==> config.mk <==
export PLATFORM = sky130hd
export DESIGN_NAME = spi_command_port
export DESIGN_NICKNAME = d
export VERILOG_FILES = /design/src/trs_io_pkg.sv /design/src/spi_command_port.sv
export SDC_FILE = /design/constraint.sdc
export NUM_CORES = 1
export LEC_CHECK = 0
export ABC_AREA = 1
export BUFFER_PORTS_ARGS = -buffer_cell sky130_fd_sc_hd__buf_2
export CAP_MARGIN = 30
export CORE_MARGIN = 8
export CORE_UTILIZATION = 32
export DETAILED_ROUTE_END_ITERATION = 8
export HOLD_SLACK_MARGIN = 0.1
export PLACE_DENSITY_LB_ADDON = 0.25
export SYNTH_ARGS = -nofsm -noshare
export SYNTH_HDL_FRONTEND = slang
export SYNTH_SLANG_ARGS = --single-unit
==> constraint.sdc <==
create_clock -name clk -period 2.75 [get_ports clk]
set_input_delay 0.55 -clock clk [delete_from_list [all_inputs] [get_ports clk]]
set_output_delay 0.55 -clock clk [all_outputs]
set_load 0.02 [all_outputs]
==> src/trs_io_pkg.sv <==
package trs_io_pkg;

  // command codes on the spi link, anything else is dropped by the parser
  typedef enum logic [7:0] {
    get_cookie    = 8'd0,
    bram_poke     = 8'd1,  // addr lo, addr hi, data
    bram_peek     = 8'd2,  // addr lo, addr hi, then one reply byte
    set_full_addr = 8'd14, // one flag byte
    get_version   = 8'd15
  } cmd_t;

  // identity
  localparam logic [7:0] COOKIE        = 8'haf;
  localparam logic [2:0] VERSION_MAJOR = 3'd0;
  localparam logic [4:0] VERSION_MINOR = 5'd3;

  // widths
  localparam int BUS_ADDR_W = 16; // z80 address bus
  localparam int RAM_ADDR_W = 15; // 32k bytes by default
  localparam int BYTE_W     = 8;

  // address mux select, which half of the bus shows up on trs_ah
  localparam logic [1:0] MUX_HIGH = 2'b01; // a15..a8
  localparam logic [1:0] MUX_LOW  = 2'b10; // a7..a0, also the idle value

  // memory windows
  localparam logic [BUS_ADDR_W-1:0] ROM_TOP       = 16'h3000; // rom below this, full mode only
  localparam logic [BUS_ADDR_W-1:0] RAM_FULL_BASE = 16'h4000; // ram from here up, full mode

  // board wiring of the high address byte
  // entry i is the trs_ah pin that carries address bit 8+i
  //   a8  <- pin 1   a9  <- pin 0
  //   a10 <- pin 2   a11 <- pin 3
  //   a12 <- pin 6   a13 <- pin 7
  //   a14 <- pin 4   a15 <- pin 5
  localparam logic [7:0][2:0] AH_PIN = {
    3'd5, // a15
    3'd4, // a14
    3'd7, // a13
    3'd6, // a12
    3'd3, // a11
    3'd2, // a10
    3'd0, // a9
    3'd1  // a8
  };

endpackage

==> src/spi_command_port.sv <==
`timescale 1ns/1ps

module spi_command_port import trs_io_pkg::*; #(
  parameter int addr_w = RAM_ADDR_W
) (
  input  logic              clk,
  input  logic              rst,
  input  logic              sck,
  input  logic              mosi,
  input  logic              cs_n,
  output logic              miso,
  output logic              b_en,
  output logic              b_we,
  output logic [addr_w-1:0] b_addr,
  output logic [BYTE_W-1:0] b_wdata,
  input  logic [BYTE_W-1:0] b_rdata,
  output logic              full_addr
);

  typedef enum logic {st_idle, st_params} state_t;

  logic [2:0] sck_s;  // two sync flops plus one for edge detect
  logic [2:0] cs_s;
  logic [1:0] mosi_s;

  logic [2:0]            bit_cnt;
  logic [BYTE_W-1:0]     shift_in;
  logic                  byte_rx;   // one pulse per accepted byte
  state_t                state;
  cmd_t                  cmd_q;
  logic [1:0]            params_left;
  logic [BUS_ADDR_W-1:0] addr_sr;   // param bytes shift in from the top
  logic [BUS_ADDR_W-1:0] peek_addr;

  logic              reply_req;  // a reply byte follows this command
  logic              id_load;    // cookie or version ready in id_byte
  logic [BYTE_W-1:0] id_byte;
  logic [1:0]        peek_dly;   // tracks the two clock ram read
  logic              reply_due;  // next falling edge opens the reply byte
  logic [3:0]        bits_left;
  logic [BYTE_W-1:0] out_q;

  wire sck_rise  = (sck_s[2:1] == 2'b01);
  wire sck_fall  = (sck_s[2:1] == 2'b10);
  wire cs_active = ~cs_s[1];
  wire cs_start  = (cs_s[2:1] == 2'b10); // falling edge of cs_n
  wire busy      = reply_due || (bits_left != 4'd0); // mosi ignored during a reply

  assign peek_addr = {shift_in, addr_sr[BUS_ADDR_W-1:BYTE_W]}; // hi byte just arrived
  assign miso      = cs_active & out_q[BYTE_W-1];

  always_ff @(posedge clk) begin
    if (rst) begin
      sck_s  <= '0;
      cs_s   <= '1; // deselected
      mosi_s <= '0;
    end else begin
      sck_s  <= {sck_s[1:0], sck};
      cs_s   <= {cs_s[1:0], cs_n};
      mosi_s <= {mosi_s[0], mosi};
    end
  end

  // bit counter and input shifter, msb first, sampled on rising sck
  always_ff @(posedge clk) begin
    if (rst || !cs_active || cs_start) begin
      bit_cnt <= '0;
      byte_rx <= 1'b0;
    end else begin
      byte_rx <= sck_rise && (bit_cnt == 3'd7) && !busy;
      if (sck_rise) begin
        bit_cnt  <= bit_cnt + 3'd1;
        shift_in <= {shift_in[BYTE_W-2:0], mosi_s[1]};
      end
    end
  end

  // command parser, acts one clock after byte_rx
  always_ff @(posedge clk) begin
    b_en      <= 1'b0;
    reply_req <= 1'b0;
    id_load   <= 1'b0;
    if (rst) begin
      state       <= st_idle;
      params_left <= '0;
      b_we        <= 1'b0;
      full_addr   <= 1'b0;
    end else if (cs_start) begin
      state       <= st_idle; // new frame
      params_left <= '0;
    end else if (byte_rx) begin
      case (state)
        st_idle: begin
          cmd_q <= cmd_t'(shift_in);
          case (shift_in)
            get_cookie: begin
              id_byte   <= COOKIE;
              id_load   <= 1'b1;
              reply_req <= 1'b1;
            end
            get_version: begin
              id_byte   <= {VERSION_MAJOR, VERSION_MINOR}; // 03 hex
              id_load   <= 1'b1;
              reply_req <= 1'b1;
            end
            bram_poke: begin
              state       <= st_params;
              params_left <= 2'd3;
            end
            bram_peek: begin
              state       <= st_params;
              params_left <= 2'd2;
            end
            set_full_addr: begin
              state       <= st_params;
              params_left <= 2'd1;
            end
            default: ; // unknown code, stay idle
          endcase
        end
        st_params: begin
          addr_sr     <= {shift_in, addr_sr[BUS_ADDR_W-1:BYTE_W]};
          params_left <= params_left - 2'd1;
          if (params_left == 2'd1) begin // last parameter, execute
            state <= st_idle;
            case (cmd_q)
              bram_poke: begin
                b_en    <= 1'b1;
                b_we    <= 1'b1;
                b_addr  <= addr_sr[addr_w-1:0]; // lo and hi already in
                b_wdata <= shift_in;
              end
              bram_peek: begin
                b_en      <= 1'b1;
                b_we      <= 1'b0;
                b_addr    <= peek_addr[addr_w-1:0];
                reply_req <= 1'b1;
              end
              set_full_addr: full_addr <= (shift_in != '0);
              default: ;
            endcase
          end
        end
        default: state <= st_idle;
      endcase
    end
  end

  // reply shifter, changes on falling sck
  always_ff @(posedge clk) begin
    if (rst || cs_start) begin
      peek_dly  <= '0;
      reply_due <= 1'b0;
      bits_left <= '0;
      out_q     <= '0;
    end else begin
      peek_dly <= {peek_dly[0], b_en & ~b_we};
      if (reply_req) reply_due <= 1'b1;
      if (sck_fall && cs_active) begin
        if (reply_due) begin
          reply_due <= 1'b0; // msb already on miso, hold it this edge
          bits_left <= 4'd8;
        end else if (bits_left != 4'd0) begin
          out_q     <= {out_q[BYTE_W-2:0], 1'b0};
          bits_left <= bits_left - 4'd1;
        end
      end
      if (id_load) out_q <= id_byte;
      else if (peek_dly[1]) out_q <= b_rdata; // ram data valid now
    end
  end

endmodule

Yosys cells after proc, flatten, opt, wreduce, memory -nomap -nowiden:

Cells that the tools add are included.

* shift-type cells: 0
* add/sub/neg operators: 3
* div/mod/pow operators: 0
* multipliers: 0
* $lt $le $gt $ge: 0
* reductions and logical operators: 34
* equal/unequal tests: 14
* bitwise gates (word level): 10
* muxes and demuxes: 23

Operators with widths (count)
* $mux W8: 5
* $pmux W15 S2: 1
* $eq A8 B4 Y1 const B: 3
* $eq A8 B1 Y1 const B: 2
* $eq A8 B2 Y1 const B: 2
* $pmux W8 S2: 1
* $reduce_and A5 Y1: 3
* $reduce_and A6 Y1: 2
* $mux W1: 9
* $logic_not A8 Y1: 1
* $mux W4: 2
* $not A1 Y1: 8
* $reduce_and A4 Y1: 2
* $reduce_bool A8 Y1: 1
* $pmux W1 S2: 3
* $pmux W2 S3: 1
* $reduce_and A2 Y1: 3
* $reduce_bool A2 Y1: 3
* $reduce_bool A3 Y1: 2
* $reduce_or A2 Y1: 3
* $reduce_or A3 Y1: 2
* $reduce_or A5 Y1: 1
* $eq A2 B1 Y1 const B: 2
* $eq A2 B2 Y1 const B: 2
* other kinds (14): 20

* bits in read-only memories: 0
* bits of input ports: 13
* memories kept: 0
* output and inout port bits: 27
* register bits: 98
* latch bits: 0
* memory bits (writable): 0
* logic and storage cells: 106

Longest topological paths before layout:

Gate-level depths: netlist of the first run.

* depth in word-level cells: 6
* depth in mapped cells: 10
* gate-level depth less buffers: 10

Worst setup path before layout of the first run:

No wires, ideal clock.

* path kind: flip-flop to flip-flop
* start: reg cmd_q[7]
* end: reg b_addr[0], enable pin
* cell stages (with the launch flop): 6
* setup slack: 434 ps
* path buffers: 0
* clock period less this slack: 2316 ps
* data required time: 2342 ps
* library setup time: 408 ps
* arrival: 1908 ps
* path through: edfxtp_1 -> nor2_1 -> nand2_1 -> nor2_1 -> nand2_1 -> o21ai_0

* word-level cells in the longest chain between the ends: 3
* elaborated cells on any way between the ends: 4
* those cells by class: eq/ne: 2; reduce/logical: 2

Ends and longest elaborated chain
* start: declaration: line spi_command_port.sv:30 `cmd_t cmd_q;`
* start signal: assignment: line spi_command_port.sv:94 `cmd_q <= cmd_t'(shift_in);`
* $eq A8 B2 Y1 / $eq A8 B1 Y1 (equally long branches): line spi_command_port.sv:126 `case (cmd_q)`
* $reduce_bool A2 Y1 (no line) (*)
* $reduce_and A6 Y1 (no line) (*)
* end signal: assignment: line spi_command_port.sv:130 `b_addr <= addr_sr[addr_w-1:0];`
* end signal: assignment: line spi_command_port.sv:136 `b_addr <= peek_addr[addr_w-1:0];`
* end: declaration: line spi_command_port.sv:14 `output logic [addr_w-1:0] b_addr,`

Every way passes the cells marked *; elsewhere a longest branch is shown, timed or not.
A chain may end at the register's enable or synchronous reset.

Worst setup path after layout of the first run:

* start: reg cmd_q[5]
* end: reg b_wdata[7], enable pin

* word-level cells in the longest chain between the ends: 2

Ends and longest elaborated chain
* $eq A8 B1 Y1: line spi_command_port.sv:126
* $reduce_and A6 Y1 (no line)
* end signal: assignment: line spi_command_port.sv:131 `b_wdata <= shift_in;`
* end: declaration: line spi_command_port.sv:15 `output logic [BYTE_W-1:0] b_wdata,`

Every way passes these cells.

==> metrics, run 1 <==
post-synthesis register bit count=91; Slew Limit Fails=0; Final period util=66.9%; EDFF count, synth=56; RR Endpoint=b_wdata[7]$_DFFE_PP_; Cell variety after synth=35; Reg2Reg Launch Point=cmd_q[5]$_DFFE_PP_; total CTS buffers=9; cell count of the worst reg-to-reg path=5; Mapped Nets=approximately 340; cts hold-fix bufs=0; Syn Std Cell Area=around 3600 um2; H-Tree Depth=3; type of the most critical hold path=primary input to flop; CTS root buffer=clkbuf_16; WP data arrival=~1.8 ns; Layout area overhead=19.2%; Mapped Cells=between 300 and 400; initial antenna violation count=0; drt first pass iters=4; min Tclk post-route=~1.8 ns; antenna viol nets, final=0; core area=about 11000 um2; FFs w/ async S/R, synth=0%; clock latency on the worst-skew pair=~0.33 ns; setup violators final=0; Total Power=2770 uW; Hold Path Cell Cnt=2; Post-Route WL=roughly 6500 um; Site Rows=39; Clk pin slew, worst setup/hold paths=approximately 0.060 ns; kind of start point of the critical path=flop; Final Wtd Congestion=between 0.8 and 0.9; vias in the first global route=about 2200; unrepaired setup endpoints after global routing=no; worst-margin pin slew=roughly 0.72 ns; Hold Crit Start=cs_n; CTS Sinks=91; status=complete, no violations; GRT Overall Usage=under 10%; Syn Area/Cell=between 10 and 15 um2; Final Skew=0.00832 ns; DR vias/cell=roughly 4.4; most common cell after layout, fill and taps aside=edfxtp_1; Initial Utilization=between 30 and 40%; postcts setup bufs=0; drt drc=0; most frequent cells in the layout=56 x edfxtp_1, 52 x nor2_1, 49 x nand2_1; maximum clock rate=roughly 540 MHz; ANT cells=0; slew margin rel.=51.5%; first-pass GRT wire length=about 11000 um; CP Max Fanout=8; GRT overflow=0; HPWL after DPL=around 4600 um; maximum VDD drop=0.258 mV; Hold Path End=cs_s[0]$_SDFF_PP1_; Max Root-Sink Buffers=2; largest net degree at the start of global routing=20; CTS tree=built; drt first-iter violations=96; post-CTS sizing=0; Top-Level Pins=40; WP data required=around 2.7 ns; DR WL/cell=about 13 um; Final Hold Fails=0; Fin Setup TNS=0 ns; CP Class=flop to flop; Worst R2R Setup Slack=0.91 ns; post-synthesis sequential area ratio=between 60% and 70%; Die Y-Extent=around 120 um; Die Wd=roughly 120 um; Synthesis Warnings=0; Power Density=641 nW/um2; Buffers on Ports=39; die area=15000 um2; share of cells above drive strength 1=between 20% and 30%; Vias=about 2300; Worst setup EP type=flop; nets@finish=slightly below 400; Main synth FF type=edfxtp_1; Lkg Pwr=0.00176 uW; max-cap violations=0
-- cells in the mapped netlist, types with 4 or more instances --
cell type / n / area (um2)
nor2_1: 52 / 195
nand2_1: 49 / 184
nand2_2: 5 / 31.3
ha_1: 4 / 50.1
a21oi_1: 11 / 55.1
nor3_1: 4 / 20.0
o21ai_0: 16 / 80.1
edfxtp_1: 56 / 1680
dfxtp_1: 35 / 701
nand3_1: 8 / 40.0
mux2_4: 11 / 165
inv_1: 31 / 116
-- logic make-up (layout without fill, tap and decap cells) --
logic type	Yosys count	after routing	synth area share (%)
AND/OR/NAND/NOR	133	133	16.7
flip-flops	91	91	65.7
buffers and inverters	41	95	4.83
AO/OA/AOI/OAI	39	39	6.14
multiplexers	12	12	4.83
adder cells (fa/ha/maj)	4	4	1.38
XOR/XNOR	2	2	0.483
-- layer usage --
| layer | vias to the layer above | global-route usage (%) | part of all wire, % |
|---|---|---|---|
| met5 | - | 0 | 0 |
| met4 | 0 | 6.63 | 3.5 |
| met3 | 12 | 2.21 | 4.3 |
| met2 | 44 | 14.6 | 45 |
| met1 | 1049 | 11.1 | 47 |
| li1 | 1171 | - | - |
-- per-stage QoR --
step	util, %	std cells	setup WS (ns)	instance area, um2	hold WS [ns]
2_1_floorplan	-	322	0.434	3630	0.386
3_3_place_gp	35.7	503	0.961	4000	0.386
3_5_place_dp	35.7	503	0.857	4000	0.390
4_1_cts	38.5	519	0.837	4330	0.387
5_1_grt	38.5	519	0.691	4330	0.386
6_report	38.5	519	0.910	4330	0.398
-- final cells by class --
type / instances / area, um2
clock buffer: 9 / 225
clock inverter: 7 / 97.6
fill: 1088 / 6900
inverter: 34 / 130
multi-input combinational: 190 / 1070
sequential: 91 / 2380
tap: 143 / 179
timing repair buffer: 45 / 240
-- power by group --
| group | switching (uW) | total (uW) | internal, uW |
|---|---|---|---|
| Clock | 502 | 1300 | 800 |
| Sequential | 2.33 | 1440 | 1440 |
| Combinational | 18.8 | 30.6 | 11.8 |
-- sequential cells by signal (all words and copies together) (netlist names), 2 cells and up --
signal and count:
addr_sr 16, b_addr 15, b_wdata 8, bit_cnt 3, bits_left 4, cmd_q 8, cs_s 3, mosi_s 2
out_q 8, params_left 2, peek_dly 2, sck_s 3, shift_in 8
-- worst max-delay path, stage by stage, from the launching register on --
cell	delay [ns]
edfxtp_1	0.37
nor2_1	0.19
nand2_1	0.10
nor2_1	0.15
nand2_1	0.10
nor2_1	0.57
-- how the worst max path moves through the flow --
stage	startpoint	to	slack, ns	cells after the start
floorplan	cmd_q[7]$_DFFE_PP_	b_addr[0]$_DFFE_PP_	0.43	5
global placement	rst	id_byte[5]$_DFFE_PP_	0.96	7
detailed placement	cmd_q[5]$_DFFE_PP_	b_wdata[4]$_DFFE_PP_	0.86	5
CTS	cmd_q[5]$_DFFE_PP_	b_wdata[4]$_DFFE_PP_	0.84	5
global route	cmd_q[5]$_DFFE_PP_	b_wdata[6]$_DFFE_PP_	0.69	5
finish	cmd_q[5]$_DFFE_PP_	b_wdata[7]$_DFFE_PP_	0.91	5
Note: power is estimated with default switching activity, not from simulation.
==> inputs of run 2 (changes only) <==
==> constraint.sdc (replaced) <==
create_clock -name clk -period 1.8 [get_ports clk]
set_input_delay 0.36 -clock clk [delete_from_list [all_inputs] [get_ports clk]]
set_output_delay 0.36 -clock clk [all_outputs]
set_load 0.02 [all_outputs]
==> metrics, run 2 (synthesis results as in run 1) <==
ANT cells=0; min Tclk post-route=1.62 ns; Final Skew=just over 0.008 ns; CP max stage cell=dfxtp_1; Vias=around 2300; type of the most critical hold path=primary input to flop; combinational share of power=under 10%; maximum VDD drop=between 0.4 and 0.5 mV; Die Y-Extent=between 100 and 150 um; WP data arrival=1.68 ns; Clk pin slew, worst setup/hold paths=approximately 0.060 ns; CTS Sinks=between 90 and 100; postcts setup bufs=0; Seq pwr share=about half; Fin Setup TNS=0 ns; kind of start point of the critical path=flop; Top reg by flops=addr_sr; largest registers=addr_sr x16, b_addr x15; CP Class=flop to flop; Power Density=969 nW/um2; CTS root buffer=clkbuf_16; DR vias/cell=between 4 and 5; Worst Path Buf+Inv=2; Layout area overhead=21.8%; Slew Limit Fails=0; Initial Utilization=about 32%; initial antenna violation count=0; final worst setup slack=~0.18 ns; antenna viol nets, final=0; Critical Path, Cell by Cell=nand2_1, inv_1, nand3_1, nor3b_2, nand3_1, o21ai_2, buf_12; Final period util=around 90%; most frequent cells in the layout=56 x edfxtp_1, 51 x nor2_1, 49 x nand2_1; CTS tree=built; Pint=roughly 3400 uW; WP data required=~1.9 ns; setup violators final=0; worst stage delay on the critical path=approximately 0.40 ns; nets@finish=between 300 and 400; drt first-iter violations=121; P_sw=~840 uW; total CTS buffers=9; worst hold slack=roughly 0.2 ns; HPWL after DPL=4760 um; die area=roughly 15000 um2; slew margin rel.=between 60% and 70%; cts hold-fix bufs=0; most common cell after layout, fill and taps aside=edfxtp_1; status=complete, no violations; Max Root-Sink Buffers=2; Worst setup EP type=flop; Top-Level Pins=40; maximum clock rate=616 MHz; CP delay by family, top=simple AND/OR/NAND/NOR gates; Die Wd=122 um; dpl ws=0.184 ns; Final Hold Fails=0; CP Max Fanout=15; unrepaired setup endpoints after global routing=no; core area=11200 um2; Total Power=~4300 uW; H-Tree Depth=3; share of cells above drive strength 1=approximately 27%; vias in the first global route=about 2300; most frequent CP cell=nand3_1; max reg flops=16; max-cap violations=0; Lkg Pwr=between 0.0015 and 0.002 uW; largest net degree at the start of global routing=21; drt drc=0; clock group share of total power=47.6%; GRT overflow=0; DR WL/cell=approximately 13 um; drt first pass iters=4; Post-Route WL=~6700 um; Site Rows=39; first-pass GRT wire length=approximately 11000 um; Buffers on Ports=39; GRT Overall Usage=a little under a tenth; worst-margin pin slew=approximately 0.47 ns; Final Wtd Congestion=0.778; clock latency on the worst-skew pair=between 0.3 and 0.4 ns; net switching share of the total power=19.6%
run 2: changes by cell type in the layout (fill, tap and decap cells not counted), sizes merged:
cell      delta
inv          +1
buf          +9
clkinvlp     -2
clkinv       +1
run 2: area by class of cell:
type / count / area [um2]
fillers: 1085 / 6810
flip-flops and latches: 91 / 2380
multi-input cells: 190 / 1080
repair buffers: 54 / 320
clock buffers: 9 / 225
well taps: 143 / 179
inverters: 34 / 130
clock inverters: 7 / 98.8
run 2: timing repair:
action                                  CTS  global route
resized for setup                         0             1
hold endpoints to repair                  0             0
endpoints found under the setup margin    0            15
run 2: worst paths after layout:
kind,from,endpoint,depth (start not counted),slack (ns)
setup / recovery,byte_rx$_SDFF_PP0_,b_addr[1]$_DFFE_PP_,7,0.18
hold / removal,cs_n,cs_s[0]$_SDFF_PP1_,2,0.21
setup reg to reg,byte_rx$_SDFF_PP0_,b_addr[1]$_DFFE_PP_,7,0.18
hold reg to reg,peek_dly[0]$_SDFF_PN0_,peek_dly[1]$_SDFF_PN0_,2,0.40
run 2: worst reg2reg max path: stages (launching register included):
cell     delay [ns]
dfxtp_1        0.40
nand2_1        0.11
inv_1          0.10
nand3_1        0.12
nor3b_2        0.17
nand3_1        0.14
o21ai_2        0.12
buf_12         0.17
run 2: power groups by stage:
stage	sequential, uW	combinational, uW	clock [uW]
after CTS	2200	49.7	2100
final	2200	48.9	2040
after floorplan	2240	25.9	0
after detailed placement	2240	49.6	0
after global placement	2240	48.9	0
after global routing	2200	55.3	2170
run 2: through the flow:
stage	cell area, um2	std cells	utilization, %
after global placement	4090	512	36.4
after floorplan	3630	322	-
after detailed placement	4090	512	36.4
final	4420	528	39.4
after global routing	4420	528	39.4
after CTS	4410	528	39.3
run 2: routing by layer:
layer,GRT usage (%),share of wire (%),vias up
met3,3.31,3.8,11
met1,11.8,47,1066
met5,0,0,-
met4,5.26,2.7,0
met2,14.6,47,30
li1,-,-,1192
