==> config.mk <==
export PLATFORM = sky130hd
export DESIGN_NAME = z80_bus_port
export DESIGN_NICKNAME = d
export VERILOG_FILES = /design/src/trs_io_pkg.sv /design/src/z80_bus_port.sv
export SDC_FILE = /design/constraint.sdc
export NUM_CORES = 1
export LEC_CHECK = 0
export BUFFER_PORTS_ARGS = -buffer_cell sky130_fd_sc_hd__clkbuf_2
export CORE_MARGIN = 2
export CORE_UTILIZATION = 30
export CTS_BUF_LIST = sky130_fd_sc_hd__clkbuf_8
export DETAILED_ROUTE_END_ITERATION = 6
export HOLD_SLACK_MARGIN = 0.1
export PLACE_DENSITY_LB_ADDON = 0.25
export RECOVER_POWER = 50
export SLEW_MARGIN = 0
export SYNTH_ARGS = -nofsm -noshare
export SYNTH_HDL_FRONTEND = slang
export SYNTH_SLANG_ARGS = --single-unit
==> constraint.sdc <==
create_clock -name clk -period 1.33 [get_ports clk]
set_input_delay 0 -clock clk [delete_from_list [all_inputs] [get_ports clk]]
set_output_delay 0 -clock clk [all_outputs]
set_load 0.02 [all_outputs]
==> src/trs_io_pkg.sv <==
package trs_io_pkg;

  // command codes on the spi link, anything else is dropped by the parser
  typedef enum logic [7:0] {
    get_cookie    = 8'd0,
    bram_poke     = 8'd1,  // addr lo, addr hi, data
    bram_peek     = 8'd2,  // addr lo, addr hi, then one reply byte
    set_full_addr = 8'd14, // one flag byte
    get_version   = 8'd15
  } cmd_t;

  // identity
  localparam logic [7:0] COOKIE        = 8'haf;
  localparam logic [2:0] VERSION_MAJOR = 3'd0;
  localparam logic [4:0] VERSION_MINOR = 5'd3;

  // widths
  localparam int BUS_ADDR_W = 16; // z80 address bus
  localparam int RAM_ADDR_W = 15; // 32k bytes by default
  localparam int BYTE_W     = 8;

  // address mux select, which half of the bus shows up on trs_ah
  localparam logic [1:0] MUX_HIGH = 2'b01; // a15..a8
  localparam logic [1:0] MUX_LOW  = 2'b10; // a7..a0, also the idle value

  // memory windows
  localparam logic [BUS_ADDR_W-1:0] ROM_TOP       = 16'h3000; // rom below this, full mode only
  localparam logic [BUS_ADDR_W-1:0] RAM_FULL_BASE = 16'h4000; // ram from here up, full mode

  // board wiring of the high address byte
  // entry i is the trs_ah pin that carries address bit 8+i
  //   a8  <- pin 1   a9  <- pin 0
  //   a10 <- pin 2   a11 <- pin 3
  //   a12 <- pin 6   a13 <- pin 7
  //   a14 <- pin 4   a15 <- pin 5
  localparam logic [7:0][2:0] AH_PIN = {
    3'd5, // a15
    3'd4, // a14
    3'd7, // a13
    3'd6, // a12
    3'd3, // a11
    3'd2, // a10
    3'd0, // a9
    3'd1  // a8
  };

endpackage

==> src/z80_bus_port.sv <==
`timescale 1ns/1ps

module z80_bus_port import trs_io_pkg::*; #(
  parameter int addr_w     = RAM_ADDR_W,
  parameter int filter_len = 4
) (
  input  logic              clk,
  input  logic              rst,
  input  logic              rd_n,
  input  logic              wr_n,
  input  logic              in_n,
  input  logic              out_n,
  input  logic [BYTE_W-1:0] trs_ah,
  output logic [1:0]        mux_a,
  input  logic [BYTE_W-1:0] trs_d_in,
  output logic [BYTE_W-1:0] trs_d_out,
  output logic              trs_d_oe,
  output logic              trs_oe_n,
  input  logic              full_addr,
  output logic              a_en,
  output logic              a_we,
  output logic [addr_w-1:0] a_addr,
  output logic [BYTE_W-1:0] a_wdata,
  input  logic [BYTE_W-1:0] a_rdata
);

  localparam int cnt_w = $clog2(filter_len + 1);

  logic [1:0]            strb_s;   // synchronizer on the combined strobe
  logic [cnt_w-1:0]      flt_cnt;
  logic                  acc;      // filtered access
  logic                  acc_d;
  logic [8:1]            stage_q;  // capture sequence, bit k is cycle k
  logic [8:0]            stage;
  logic [BUS_ADDR_W-1:0] addr_q;
  logic                  addr_valid;
  logic [BYTE_W-1:0]     ah_unswap;
  logic                  ram_sel, rom_sel;
  logic                  rd_req, wr_pend;
  logic [1:0]            rd_dly;
  logic                  rd_hold;

  wire strb_raw = ~rd_n | ~wr_n | ~in_n | ~out_n;

  assign stage = {stage_q, acc & ~acc_d}; // stage[0] is the rising edge
  assign mux_a = (stage[3:0] != '0) ? MUX_HIGH : MUX_LOW;

  // undo the board swap on the high byte
  always_comb begin
    for (int i = 0; i < BYTE_W; i++) ah_unswap[i] = trs_ah[AH_PIN[i]];
  end

  // window decode
  always_comb begin
    if (full_addr) begin
      ram_sel = addr_valid && (addr_q >= RAM_FULL_BASE);
      rom_sel = addr_valid && (addr_q < ROM_TOP);
    end else begin
      ram_sel = addr_valid && addr_q[BUS_ADDR_W-1]; // upper 32k only
      rom_sel = 1'b0;
    end
  end

  assign rd_req   = stage[8] && !rd_n && (ram_sel || rom_sel);
  assign trs_oe_n = ~((ram_sel || rom_sel) && (!rd_n || !wr_n));
  assign trs_d_oe = rd_hold & ~rd_n; // drop at once when rd_n rises
  assign a_addr   = addr_q[addr_w-1:0];

  // strobe filter, level must hold filter_len clocks before it counts
  always_ff @(posedge clk) begin
    if (rst) begin
      strb_s  <= '0;
      flt_cnt <= '0;
      acc     <= 1'b0;
      acc_d   <= 1'b0;
    end else begin
      strb_s <= {strb_s[0], strb_raw};
      acc_d  <= acc;
      if (strb_s[1] == acc) begin
        flt_cnt <= '0;
      end else if (flt_cnt == cnt_w'(filter_len - 1)) begin
        acc     <= strb_s[1];
        flt_cnt <= '0;
      end else begin
        flt_cnt <= flt_cnt + 1'b1;
      end
    end
  end

  // two phase address capture
  always_ff @(posedge clk) begin
    if (rst) begin
      stage_q    <= '0;
      addr_valid <= 1'b0;
    end else begin
      stage_q <= stage[7:0];
      if (stage[7]) addr_valid <= 1'b1;
      else if (stage[3] || !acc) addr_valid <= 1'b0;
    end
    if (stage[3]) addr_q[BUS_ADDR_W-1:BYTE_W] <= ah_unswap;
    if (stage[7]) addr_q[BYTE_W-1:0] <= trs_ah;
  end

  // port a, read enable at cycle 9, write at cycle 10, data out at 11
  always_ff @(posedge clk) begin
    if (rst) begin
      wr_pend <= 1'b0;
      a_en    <= 1'b0;
      a_we    <= 1'b0;
      rd_dly  <= '0;
      rd_hold <= 1'b0;
    end else begin
      wr_pend <= stage[8] && !wr_n && ram_sel; // no writes into rom
      a_en    <= rd_req || wr_pend;
      a_we    <= wr_pend;
      rd_dly  <= {rd_dly[0], a_en & ~a_we};
      if (rd_dly[1]) rd_hold <= 1'b1;
      else if (!acc) rd_hold <= 1'b0;
    end
    if (wr_pend) a_wdata <= trs_d_in;
    if (rd_dly[1]) trs_d_out <= a_rdata;
  end

endmodule

## After elaboration in Yosys (flattened, before gate mapping)

Cells that the tools add are included.

| storage, ports and cells | value |
|---|---|
| logic and storage cells | 61 |
| register bits | 54 |
| input bits | 31 |

| operators by class | value |
|---|---|
| muxes and demuxes | 7 |
| eq/ne operators | 3 |
| reductions and logical operators | 19 |
| order comparisons | 2 |
| bitwise gates (word level) | 14 |
| $add $sub $neg | 1 |

Operators with widths:

| operator | number |
|---|---|
| $ge 16x15->1 const B | 1 |
| $lt 16x14->1 const B | 1 |
| $logic_and 1x1->1 | 8 |
| $not 1->1 | 8 |
| $mux 1 | 6 |
| $logic_or 1x1->1 | 4 |
| $reduce_bool 4->1 | 1 |
| $add 3x1->3 const B | 1 |
| $and 1x1->1 | 3 |
| $eq 3x2->1 const B | 1 |
| $logic_not 1->1 | 3 |
| $or 1x1->1 | 3 |
| $reduce_or 3->1 | 1 |
| $mux 2 | 1 |
| $ne 2x1->1 const B | 1 |
| $reduce_and 2->1 | 1 |
| $reduce_bool 2->1 | 1 |
| $eq 1x1->1 | 1 |

## Logic depth before layout (Yosys ltp)

Gate-level depths: netlist of the first run.

| depth | value |
|---|---|
| depth in word-level cells | 6 |
| depth in mapped cells | 4 |

## Worst setup path before layout of the first run

No wires, ideal clock.

| path | value |
|---|---|
| path kind | reg-to-output |
| start | register stage_q[3] (netlist name) |
| end | output port mux_a[1] |
| arrival time | 1.137 ns |
| slack | 0.193 ns |
| stages on the path, launching flop included | 2 |
| data required time | 1.330 ns |
| path through | dfxtp_1 > nor4_1 |

| on the way | value |
|---|---|
| cells in the longest elaborated chain, start to end | 2 |

RTL lines:

| item | line | RTL |
|---|---|---|
| start, declared | z80_bus_port.sv:33 | `logic [8:1] stage_q;` |
| start signal, assigned | z80_bus_port.sv:96 | `stage_q <= stage[7:0];` |
| $reduce_bool 4->1 | z80_bus_port.sv:46 | `assign mux_a = (stage[3:0] != '0) ? MUX_HIGH : MUX_LOW;` |
| $mux 2 | z80_bus_port.sv:46 |  |
| end, declared | z80_bus_port.sv:14 | `output logic [1:0] mux_a,` |

No other way between the ends.

## Final worst setup path of the first run

| path | value |
|---|---|
| start | register stage_q[1] (netlist name) |
| end | output port mux_a[0] |

The elaborated chain is that of the path after synthesis.

==> metrics.md, run 1 <==
| Metric | Value |
|---|---|
| Number of failing hold endpoints at the final stage | `0` |
| Max Fclk | `761 MHz` |
| Critical path peak fanout | `3` |
| Fin crit share | `0.988` |
| Antenna diode count | `0` |
| CP arrival | `1.31 ns` |
| Top-area cell type share of the netlist area | `0.526` |
| Largest net degree at the start of global routing | `21` |
| Synth Area in Adders | `0.0137` |
| Fill count | `574` |
| WP data required | `1.33 ns` |
| Drt total wl | `3310 um` |
| Vias in the first global route | `1128` |
| Mapped cell area | `1830 sq um` |
| Die H | `82.0 um` |
| Reg clk slew, reported paths | `0.10 ns` |
| PwrDens | `1120 nW/um^2` |
| Mux cell area share after synthesis | `0.00548` |
| R2R setup slack | `0.19 ns` |
| Yosys reg bits | `54` |
| CP Launch Type | `register` |
| Initial Util | `0.310` |
| Hold Path Sink | `a_en$_SDFF_PP0_` |
| Status | `completed` |
| Worst vdd ir | `0.000449 V` |
| Initial antenna violation count | `0` |
| DRT antenna net count | `0` |
| Tmin final | `1.31 ns` |
| Nets | `232` |
| DR WL/cell | `12.0 um` |
| Clock buffer depth | `2` |
| Syn_nets | `144` |
| Hold Crit Start | `rd_n` |
| Synth area leader | `edfxtp_1` |
| Drt pass-1 iters | `3` |
| Warnings, synthesis | `0` |
| Largest family of logic cells by synthesized area | `simple AND/OR/NAND/NOR gates` |
| Syn Area/Cell | `16.5 sq um` |
| Simple-Gate Fraction of Synth Area | `0.111` |
| # port buffers | `67` |
| IO Pins | `68` |
| Total power | `0.00285 W` |
| Worst Tran Pin Value | `0.427 ns` |
| Fraction of layout cells with a size suffix above 1 | `0.410` |
| Post-synthesis compound-gate area fraction | `0.0199` |
| Die footprint | `6730 sq um` |
| Clk_skew | `0.00885 ns` |
| R2R cell count | `3` |
| Setup CP Type | `reg -> out` |
| Die X | `82.0 um` |
| Num CTS Buffers | `5` |
| Synth cell types | `24` |
| First-pass GRT wire length | `5000 um` |
| Multi-input logic area | `289 sq um` |
| Worst hold-check path type | `in -> reg` |
| XOR/XNOR share of the synthesized area | `0.00479` |
| Syn Inst Count | `111` |
| CTS Sinks | `54` |
| Final setup viols | `0` |
| H-tree depth | `2` |
| Core area | `5890 sq um` |
| RSZ-0062 raised after global routing | `yes` |
| Reg area | `1410 sq um` |
| Area Overhead vs Synth | `39.2%` |
| Hold slack final | `0.150 ns` |
| Post-DP HPWL | `2380 um` |
| Placer Congestion | `0.687` |
| Initial drt markers | `29` |
| Worst setup path startpoint | `stage_q[1]$_SDFF_PP0_` |
| Vias | `1126` |
| Vias/cell | `4.09` |
| Worst rel slew slack | `0.715` |
| Largest cells by area after synthesis | `edfxtp_1, dfxtp_1, buf_4` |
| FF-to-FF Start | `flt_cnt[0]$_SDFF_PP0_` |
| CP Capture Type | `output pin` |
| Clock Latency Late Sink | `0.30 ns` |
| WHS Path Cells | `3` |
| FF-to-FF End | `flt_cnt[2]$_SDFF_PP0_` |
| Max cap viols | `0` |
| Rows | `28` |
| Overflow after GRT | `0` |
| Post-route DRC | `0` |
| Sequential-to-total area share from yosys stat | `0.767` |
| CTS tree | `yes` |
| Final Slew Violations | `0` |
| Root Driver | `clkbuf_8` |
| Leak | `1.00 nW` |
| Gr usage total | `0.102` |
==> synthesized netlist by cell type <==
cell	n
nor4b_2	1
xnor2_1	1
mux2i_1	1
nor4_2	1
nand4_1	1
or2_2	1
a21oi_1	2
dfxtp_1	22
nor4bb_1	1
nor2b_1	12
nor4_1	3
or4_1	1
nand4bb_1	1
nor2b_4	1
nand2_1	2
buf_6	2
edfxtp_1	32
inv_1	2
a31o_2	2
ha_1	2
a41oi_1	1
nor2_1	3
nor3b_1	1
buf_4	15
==> cell families (layout without fill, tap and decap cells) <==
kind of cell,Yosys count,in the layout
AND/OR/NAND/NOR,29,29
AO/OA/AOI/OAI,5,5
multiplexers,1,1
adder cells (fa/ha/maj),2,2
XOR/XNOR,1,1
flip-flops,54,54
buffers and inverters,19,108
==> critical path, cell delays in order, from the launching register on <==
cell and delay, ns:
dfxtp_2 0.34, or4_4 0.54, buf_8 0.14
==> worst max-delay path by stage <==
stage,to,slack (ns)
after detailed placement,flt_cnt[0]$_SDFF_PP0_,0.21
final,mux_a[0],0.02
after global routing,trs_oe_n,-0.03
after floorplan,mux_a[1],0.19
after CTS,mux_a[0],-0.01
after global placement,flt_cnt[0]$_SDFF_PP0_,0.27
==> power breakdown <==
group / total, W / internal (W) / switching [W]
Sequential: 0.00177 / 0.00177 / 0.00000297
Clock: 0.000941 / 0.000429 / 0.000512
Combinational: 0.000133 / 0.0000884 / 0.0000445
Total: 0.00285 / 0.00229 / 0.000560
==> stage by stage <==
step | worst slack [ns] | TNS, ns | instance area [sq um] | util | cells
detailed placement | 0.209 | 0 | 2130 | 0.362 | 237
floorplan | 0.193 | 0 | 1830 | - | 111
CTS | -0.0127 | -0.0127 | 2540 | 0.431 | 274
finish | 0.0155 | 0 | 2540 | 0.432 | 275
global placement | 0.269 | 0 | 2130 | 0.362 | 237
global route | -0.0268 | -0.0507 | 2540 | 0.432 | 275
==> area by class of cell <==
cell class / count / area share
flip-flops and latches: 54 / 0.552
multi-input cells: 38 / 0.114
well taps: 75 / 0.0369
repair buffers: 98 / 0.255
clock inverters: 2 / 0.00639
inverters: 2 / 0.00295
clock buffers: 6 / 0.0325
==> sequential cells by signal (all words and copies together), names as in the netlist <==
name        flops
a_wdata         8
trs_d_out       8
strb_s          2
addr_q         16
acc             1
a_en            1
acc_d           1
a_we            1
stage_q         8
addr_valid      1
flt_cnt         3
rd_hold         1
rd_dly          2
wr_pend         1
==> cells in the final DEF (no fill, tap or decap) <==
cell type,synthesis,routed
dfxtp_1,22,19
a41oi_1,1,1
nor3b_1,1,1
mux2i_1,1,1
edfxtp_1,32,32
dfxtp_2,0,3
inv_6,0,1
inv_1,2,2
nor4_1,3,3
clkbuf_1,0,6
nor2_1,3,3
clkbuf_2,0,59
xnor2_1,1,1
buf_8,0,1
a21oi_1,2,2
dlygate4sd3_1,0,28
nand2_1,2,2
ha_1,2,2
nor4_2,1,1
nor2b_4,1,1
a31o_2,2,2
clkbuf_8,0,7
nand4_1,1,1
buf_4,15,3
nand4bb_1,1,1
nor2b_1,12,12
nor4bb_1,1,1
or2_4,0,1
clkinvlp_4,0,1
nor4b_2,1,1
or4_4,0,1
==> repair_timing <==
action / CTS / global route
hold buffers: 28 / 0
setup endpoints to repair: 2 / 2
resized for setup: 6 / 4
endpoints found under the hold margin: 35 / 0
buffers inserted: 1 / 1
==> routing by layer <==
metal / up-vias / GRT usage / wire length [um]
met1: 526 / 0.108 / 1350
met4: 0 / 0.0500 / 62
li1: 556 / - / -
met2: 38 / 0.180 / 1670
met5: - / 0 / 0
met3: 6 / 0.0330 / 214
Note: power is estimated with default switching activity, not from simulation.
==> run 2, diff against run 1 <==
ABC_AREA = 1   (was unset)
==> run 2 against run 1 <==
Total power decreased by 2.0%. Clock skew decreased by 0.0024 ns. Worst setup slack improved by 0.076 ns. Final area decreased by 0.69%. Clock-buffer cell count unchanged. Core utilization decreased by 0.30 points. Hold slack improved by 0.25 ns. Clock power decreased by 6.3%. Non-clock buffer count increased by 1. Critical endpoint is now strb_s[0]$_SDFF_PP0_. Largest cell class unchanged. Highest routed layer unchanged.
==> metrics.md, run 2 <==
| Metric | Value |
|---|---|
| Vias in the first global route | `1122` |
| Largest cells by area after synthesis | `edfxtp_1, dfxtp_1, buf_4` |
| Initial antenna violation count | `0` |
| First-pass GRT wire length | `4820 um` |
| TNS Setup | `0 ns` |
| Clk_skew | `0.00640 ns` |
| Post-route DRC | `0` |
| Leak | `1.04 nW` |
| Vias/cell | `3.97` |
| Max Fclk | `807 MHz` |
| Reg area | `1400 sq um` |
| Count leader, synth | `edfxtp_1` |
| Largest Register | `addr_q` |
| Ys flop type | `edfxtp_1` |
| Worst vdd ir | `0.000395 V` |
| Final Slew Violations | `0` |
| Tmin final | `1.24 ns` |
| Yosys reg bits | `54` |
| Hold Crit Start | `stage_q[5]$_SDFF_PP0_` |
| CP Capture Type | `register` |
| Hold Path Sink | `stage_q[6]$_SDFF_PP0_` |
| Vias | `1199` |
| R2R setup slack | `0.26 ns` |
| Syn Inst Count | `136` |
| Multi-input logic area | `229 sq um` |
| Final setup viols | `0` |
| CTS Sinks | `54` |
| Fin crit share | `0.931` |
| Final core occ | `0.429` |
| CP Launch Type | `input pin` |
| # port buffers | `67` |
| Num CTS Buffers | `5` |
| Share of synthesized flip-flops with an asynchronous set or reset | `0` |
| WHS Path Cells | `2` |
| CP arrival | `1.42 ns` |
| Antenna diode count | `0` |
| Die footprint | `6720 sq um` |
| Setup CP Type | `in -> reg` |
| Most frequent cells after synthesis | `edfxtp_1, dfxtp_1, nor2_1, inv_1, buf_4` |
| Worst hold-check path type | `reg -> reg` |
| Worst rel slew slack | `0.692` |
| Commonest non-fill, non-tap cell in the layout | `clkbuf_2` |
| H-tree depth | `2` |
| Syn_nets | `169` |
| Clock Latency Late Sink | `0.30 ns` |
| Placer Congestion | `0.714` |
| Warnings, synthesis | `0` |
| FF-to-FF Start | `flt_cnt[0]$_SDFF_PP0_` |
| Max cap viols | `0` |
| DR WL/cell | `10.6 um` |
| Dpl ws | `0.270 ns` |
| Sequential-to-total area share from yosys stat | `0.769` |
| Drt total wl | `3190 um` |
| IO Pins | `68` |
| Synth cell types | `19` |
| Fraction of layout cells with a size suffix above 1 | `0.295` |
| Largest net degree at the start of global routing | `16` |
| Mapped cell area | `1820 sq um` |
| Nets | `259` |
| WP data required | `1.51 ns` |
| Gr usage total | `0.0984` |
| Die X | `82.0 um` |
| Area Overhead vs Synth | `38.6%` |
| DRT antenna net count | `0` |
| Worst Tran Pin Value | `0.462 ns` |
| CTS tree | `yes` |
| PwrDens | `1110 nW/um^2` |
| Number of synthesized flops with an enable pin | `32` |
| Initial Util | `0.310` |
| Fin cells | `302` |
| Post-DP HPWL | `2190 um` |
| Critical path peak fanout | `15` |
| Fill count | `573` |
| Status | `completed` |
| Rows | `28` |
| FF-to-FF End | `flt_cnt[0]$_SDFF_PP0_` |
| Commonest non-fill, non-tap cells in the layout | `clkbuf_2, edfxtp_1, dlygate4sd3_1, dfxtp_1, nor2_1` |
| Synth area leader | `edfxtp_1` |
| Root Driver | `clkbuf_8` |
| Min setup slack post-route | `0.0915 ns` |
| Placed cell count | `263` |
| Clock buffer depth | `2` |
| Overflow after GRT | `0` |
| Drt pass-1 iters | `4` |
| Number of failing hold endpoints at the final stage | `0` |
| R2R cell count | `5` |
| Reg clk slew, reported paths | `0.09 ns` |
| Max FFs per register | `16` |
| Syn Area/Cell | `13.4 sq um` |
| Top-area cell type share of the netlist area | `0.527` |
| Die H | `82.0 um` |
| Hold slack final | `0.404 ns` |
| Core area | `5890 sq um` |
| Initial drt markers | `58` |
-- run 2: cell count changes after synthesis, sizes merged, moves of 2 or more --
| cell | before | now |
|---|---|---|
| nand3 | 0 | 2 |
| nor2 | 3 | 19 |
| nor4 | 4 | 0 |
| inv | 2 | 20 |
| nand2 | 2 | 13 |
| nor2b | 13 | 0 |
-- run 2: power by group --
| group | internal, W | switching, W | leakage (nW) |
|---|---|---|---|
| clock | 0.000413 | 0.000469 | 0.0524 |
| sequential | 0.00177 | 0.00000237 | 0.466 |
| combinational | 0.0000917 | 0.0000453 | 0.519 |
| total | 0.00227 | 0.000517 | 1.04 |
-- run 2: how the worst max path moves through the flow --
stage / start / to / slack (ns)
finish: rst / strb_s[0]$_SDFF_PP0_ / 0.09
global route: addr_q[14]$_DFFE_PP_ / trs_oe_n / -0.005
CTS: rst / strb_s[0]$_SDFF_PP0_ / 0.03
detailed placement: flt_cnt[0]$_SDFF_PP0_ / flt_cnt[0]$_SDFF_PP0_ / 0.27
global placement: flt_cnt[0]$_SDFF_PP0_ / flt_cnt[0]$_SDFF_PP0_ / 0.30
floorplan: flt_cnt[0]$_SDFF_PP0_ / flt_cnt[0]$_SDFF_PP0_ / 0.35
-- run 2: logic make-up after synthesis --
| group | share of synthesized area |
|---|---|
| adders and majority gates | 0.0137 |
| buffers and inverters | 0.106 |
| and+or+nand+nor | 0.0872 |
| DFF | 0.769 |
| AOI/OAI and AO/OA | 0.0247 |
-- run 2: final cells by class --
class,count,area share
inverters,20,0.0297
flip-flops and latches,54,0.555
well taps,75,0.0371
multi-input cells,46,0.0906
repair buffers,99,0.251
clock inverters,2,0.00347
clock buffers,6,0.0327
-- run 2: what timing repair did --
action | CTS | global route
setup endpoints to repair | 0 | 4
setup buffers | 0 | 1
gates resized for setup | 0 | 5
hold buffers | 30 | 0
hold endpoints to repair | 40 | 0
-- run 2: per-stage QoR --
stage               total power [W]  instance area (sq um)
finish                      0.00279                   2530
global placement            0.00188                   2140
detailed placement          0.00188                   2140
floorplan                   0.00183                   1820
global route                0.00291                   2530
CTS                         0.00284                   2530
-- run 2: critical path: stages --
cell	delay (ns)
dlygate4sd3_1	0.52
buf_2	0.28
a41oi_1	0.07
dlygate4sd3_1	0.56
-- run 2: metal layers --
metal  global-route usage  routed length, um  vias up
met5                    0                  0        -
met4               0.0550                 72        0
met3               0.0275                213        6
met2                0.166               1600       40
met1                0.112               1310      548
li1                     -                  -      605
==> run 3, diff against run 2 <==
CORE_UTILIZATION = 50   (was 30)
==> run 3 against run 2 <==
Clock power decreased by 6.2%. First-iteration DRC count decreased by 41%. Final area decreased by 2.1%. Worst setup slack got worse by 0.039 ns. Critical path depth unchanged. Via count decreased by 1.3%. Sequential share of layout area increased by 1.2 points. Maximum frequency decreased by 3.0%. Total power decreased by 1.8%. Clock-buffer cell count decreased by 1. Critical path type unchanged. Largest power group unchanged.
==> metrics.md, run 3 (synthesis gave the netlist of run 2 again) <==
| Metric | Value |
|---|---|
| Worst Tran Pin Value | `0.478 ns` |
| Initial drt markers | `34` |
| Worst hold-check path type | `reg -> reg` |
| R2R cell count | `5` |
| Clk_skew | `0.00540 ns` |
| Die H | `64.4 um` |
| Crit-path max cell delay | `0.57 ns` |
| First-pass GRT wire length | `5160 um` |
| Clock Latency Late Sink | `0.30 ns` |
| Dpl ws | `0.247 ns` |
| Initial antenna violation count | `0` |
| Max stage delay cell, worst path | `dlygate4sd3_1` |
| Clock buffer depth | `2` |
| Largest net degree at the start of global routing | `16` |
| Area Overhead vs Synth | `35.6%` |
| PwrDens | `1110 nW/um^2` |
| CTS Sinks | `54` |
| Max cap viols | `0` |
| DR WL/cell | `12.9 um` |
| Fraction of layout cells with a size suffix above 1 | `0.283` |
| Final setup viols | `0` |
| P_int | `0.00222 W` |
| Vias in the first global route | `1147` |
| Placer Congestion | `0.745` |
| Worst setup path startpoint | `rst` |
| Logic pwr share | `0.052` |
| Drt pass-1 iters | `4` |
| Reg clk slew, reported paths | `0.09 ns` |
| Max FFs per register | `16` |
| Worst path cell trace | `dlygate4sd3_1, buf_2, a41oi_2, dlygate4sd3_1` |
| Initial Util | `0.534` |
| Setup CP Type | `in -> reg` |
| Number of failing hold endpoints at the final stage | `0` |
| FF-to-FF Start | `flt_cnt[0]$_SDFF_PP0_` |
| DRT antenna net count | `0` |
| CP Launch Type | `input pin` |
| Root Driver | `clkbuf_8` |
| CP arrival | `1.52 ns` |
| Critical path peak fanout | `15` |
| Vias/cell | `4.35` |
| Max Fclk | `783 MHz` |
| Antenna diode count | `0` |
| TNS Setup | `0 ns` |
| IO Pins | `68` |
| RSZ-0062 raised after global routing | `no` |
| Status | `completed` |
| Die footprint | `4140 sq um` |
| CP dominant cell by count | `dlygate4sd3_1` |
| # port buffers | `67` |
| Final Slew Violations | `0` |
| Fin crit share | `0.960` |
| Postcts setup bufs | `0` |
| Gr usage total | `0.173` |
| Post-route DRC | `0` |
| Die X | `64.4 um` |
| Sequential share of power | `0.647` |
| Nets | `258` |
| CP Capture Type | `register` |
| Largest Register | `addr_q` |
| Sw frac | `0.191` |
| Clk network pwr share | `0.301` |
| Drt total wl | `3500 um` |
| Post-DP HPWL | `2210 um` |
| Switching Power | `0.000525 W` |
| Commonest non-fill, non-tap cell in the layout | `clkbuf_2` |
| FF-to-FF End | `flt_cnt[1]$_SDFF_PP0_` |
| Tmin final | `1.28 ns` |
| Commonest non-fill, non-tap cells in the layout | `clkbuf_2, edfxtp_1, dlygate4sd3_1, dfxtp_1, nor2_1` |
| Multi-input logic area | `236 sq um` |
| Core area | `3420 sq um` |
| Critical Path Sink | `strb_s[0]$_SDFF_PP0_` |
| Reg area | `1400 sq um` |
| Worst rel slew slack | `0.681` |
| Min setup slack post-route | `0.0529 ns` |
| WP data required | `1.57 ns` |
| Vias | `1184` |
| Leak | `1.02 nW` |
| Num CTS Buffers | `5` |
| Overflow after GRT | `0` |
| Worst vdd ir | `0.000810 V` |
| R2R setup slack | `0.25 ns` |
| CTS tree | `yes` |
| Rows | `21` |
| Fill count | `263` |
| H-tree depth | `2` |
run 3: cell types whose count changed in the layout (fill, tap and decap cells not counted), sizes merged:
cell | previous run | this run
clkinv | 1 | 2
buf | 4 | 1
clkbuf | 71 | 72
run 3: area by class of cell:
class / instances / area share
clock buffer: 5 / 0.0278
clock inverter: 3 / 0.00506
inverter: 20 / 0.0304
multi-input combinational: 46 / 0.0956
sequential: 54 / 0.567
tap: 46 / 0.0233
timing repair buffer: 98 / 0.251
run 3: how the worst min path moves through the flow:
stage	startpoint	endpoint	slack, ns	cells after the start
floorplan	rd_n	trs_d_oe	0.08	1
global placement	trs_d_in[3]	a_wdata[3]$_DFFE_PP_	0.18	1
detailed placement	a_rdata[4]	trs_d_out[4]$_DFFE_PP_	0.18	1
CTS	trs_d_in[3]	a_wdata[3]$_DFFE_PP_	0.41	2
global route	rd_dly[0]$_SDFF_PP0_	rd_dly[1]$_SDFF_PP0_	0.42	2
finish	a_we$_SDFF_PP0_	rd_dly[0]$_SDFF_PP0_	0.41	1
run 3: worst max-delay path: cells and delay by family:
family / cells / cell delay (ns)
buf+inv: 3 / 1.31
compound gates: 1 / 0.20
run 3: power groups by stage:
stage / Combinational (W) / Sequential, W / Clock (W)
final: 0.000143 / 0.00177 / 0.000827
after global routing: 0.000155 / 0.00177 / 0.000904
after CTS: 0.000139 / 0.00177 / 0.000833
after detailed placement: 0.0000686 / 0.00181 / 0
after global placement: 0.0000634 / 0.00181 / 0
after floorplan: 0.0000149 / 0.00181 / 0
run 3: per-stage QoR:
stage,hold slack (ns),total power [W],util,instances,cell area (sq um)
finish,0.407,0.00274,0.724,272,2470
detailed placement,0.179,0.00188,0.616,234,2110
global placement,0.178,0.00188,0.616,234,2110
global route,0.419,0.00283,0.724,272,2470
CTS,0.409,0.00274,0.728,272,2490
floorplan,0.0798,0.00183,-,136,1820
run 3: routing by layer:
| metal | GRT usage | wire, um | vias up |
|---|---|---|---|
| met5 | 0 | 0 | - |
| met4 | 0.0559 | 49 | 0 |
| met3 | 0.0475 | 166 | 5 |
| met2 | 0.335 | 1930 | 37 |
| met1 | 0.177 | 1350 | 540 |
| li1 | - | - | 602 |
run 3: what timing repair did:
item                                    in CTS  in global routing
resized for setup                            0                  3
endpoints found under the hold margin       38                  0
endpoints found under the setup margin       0                  3
hold buffers                                30                  0
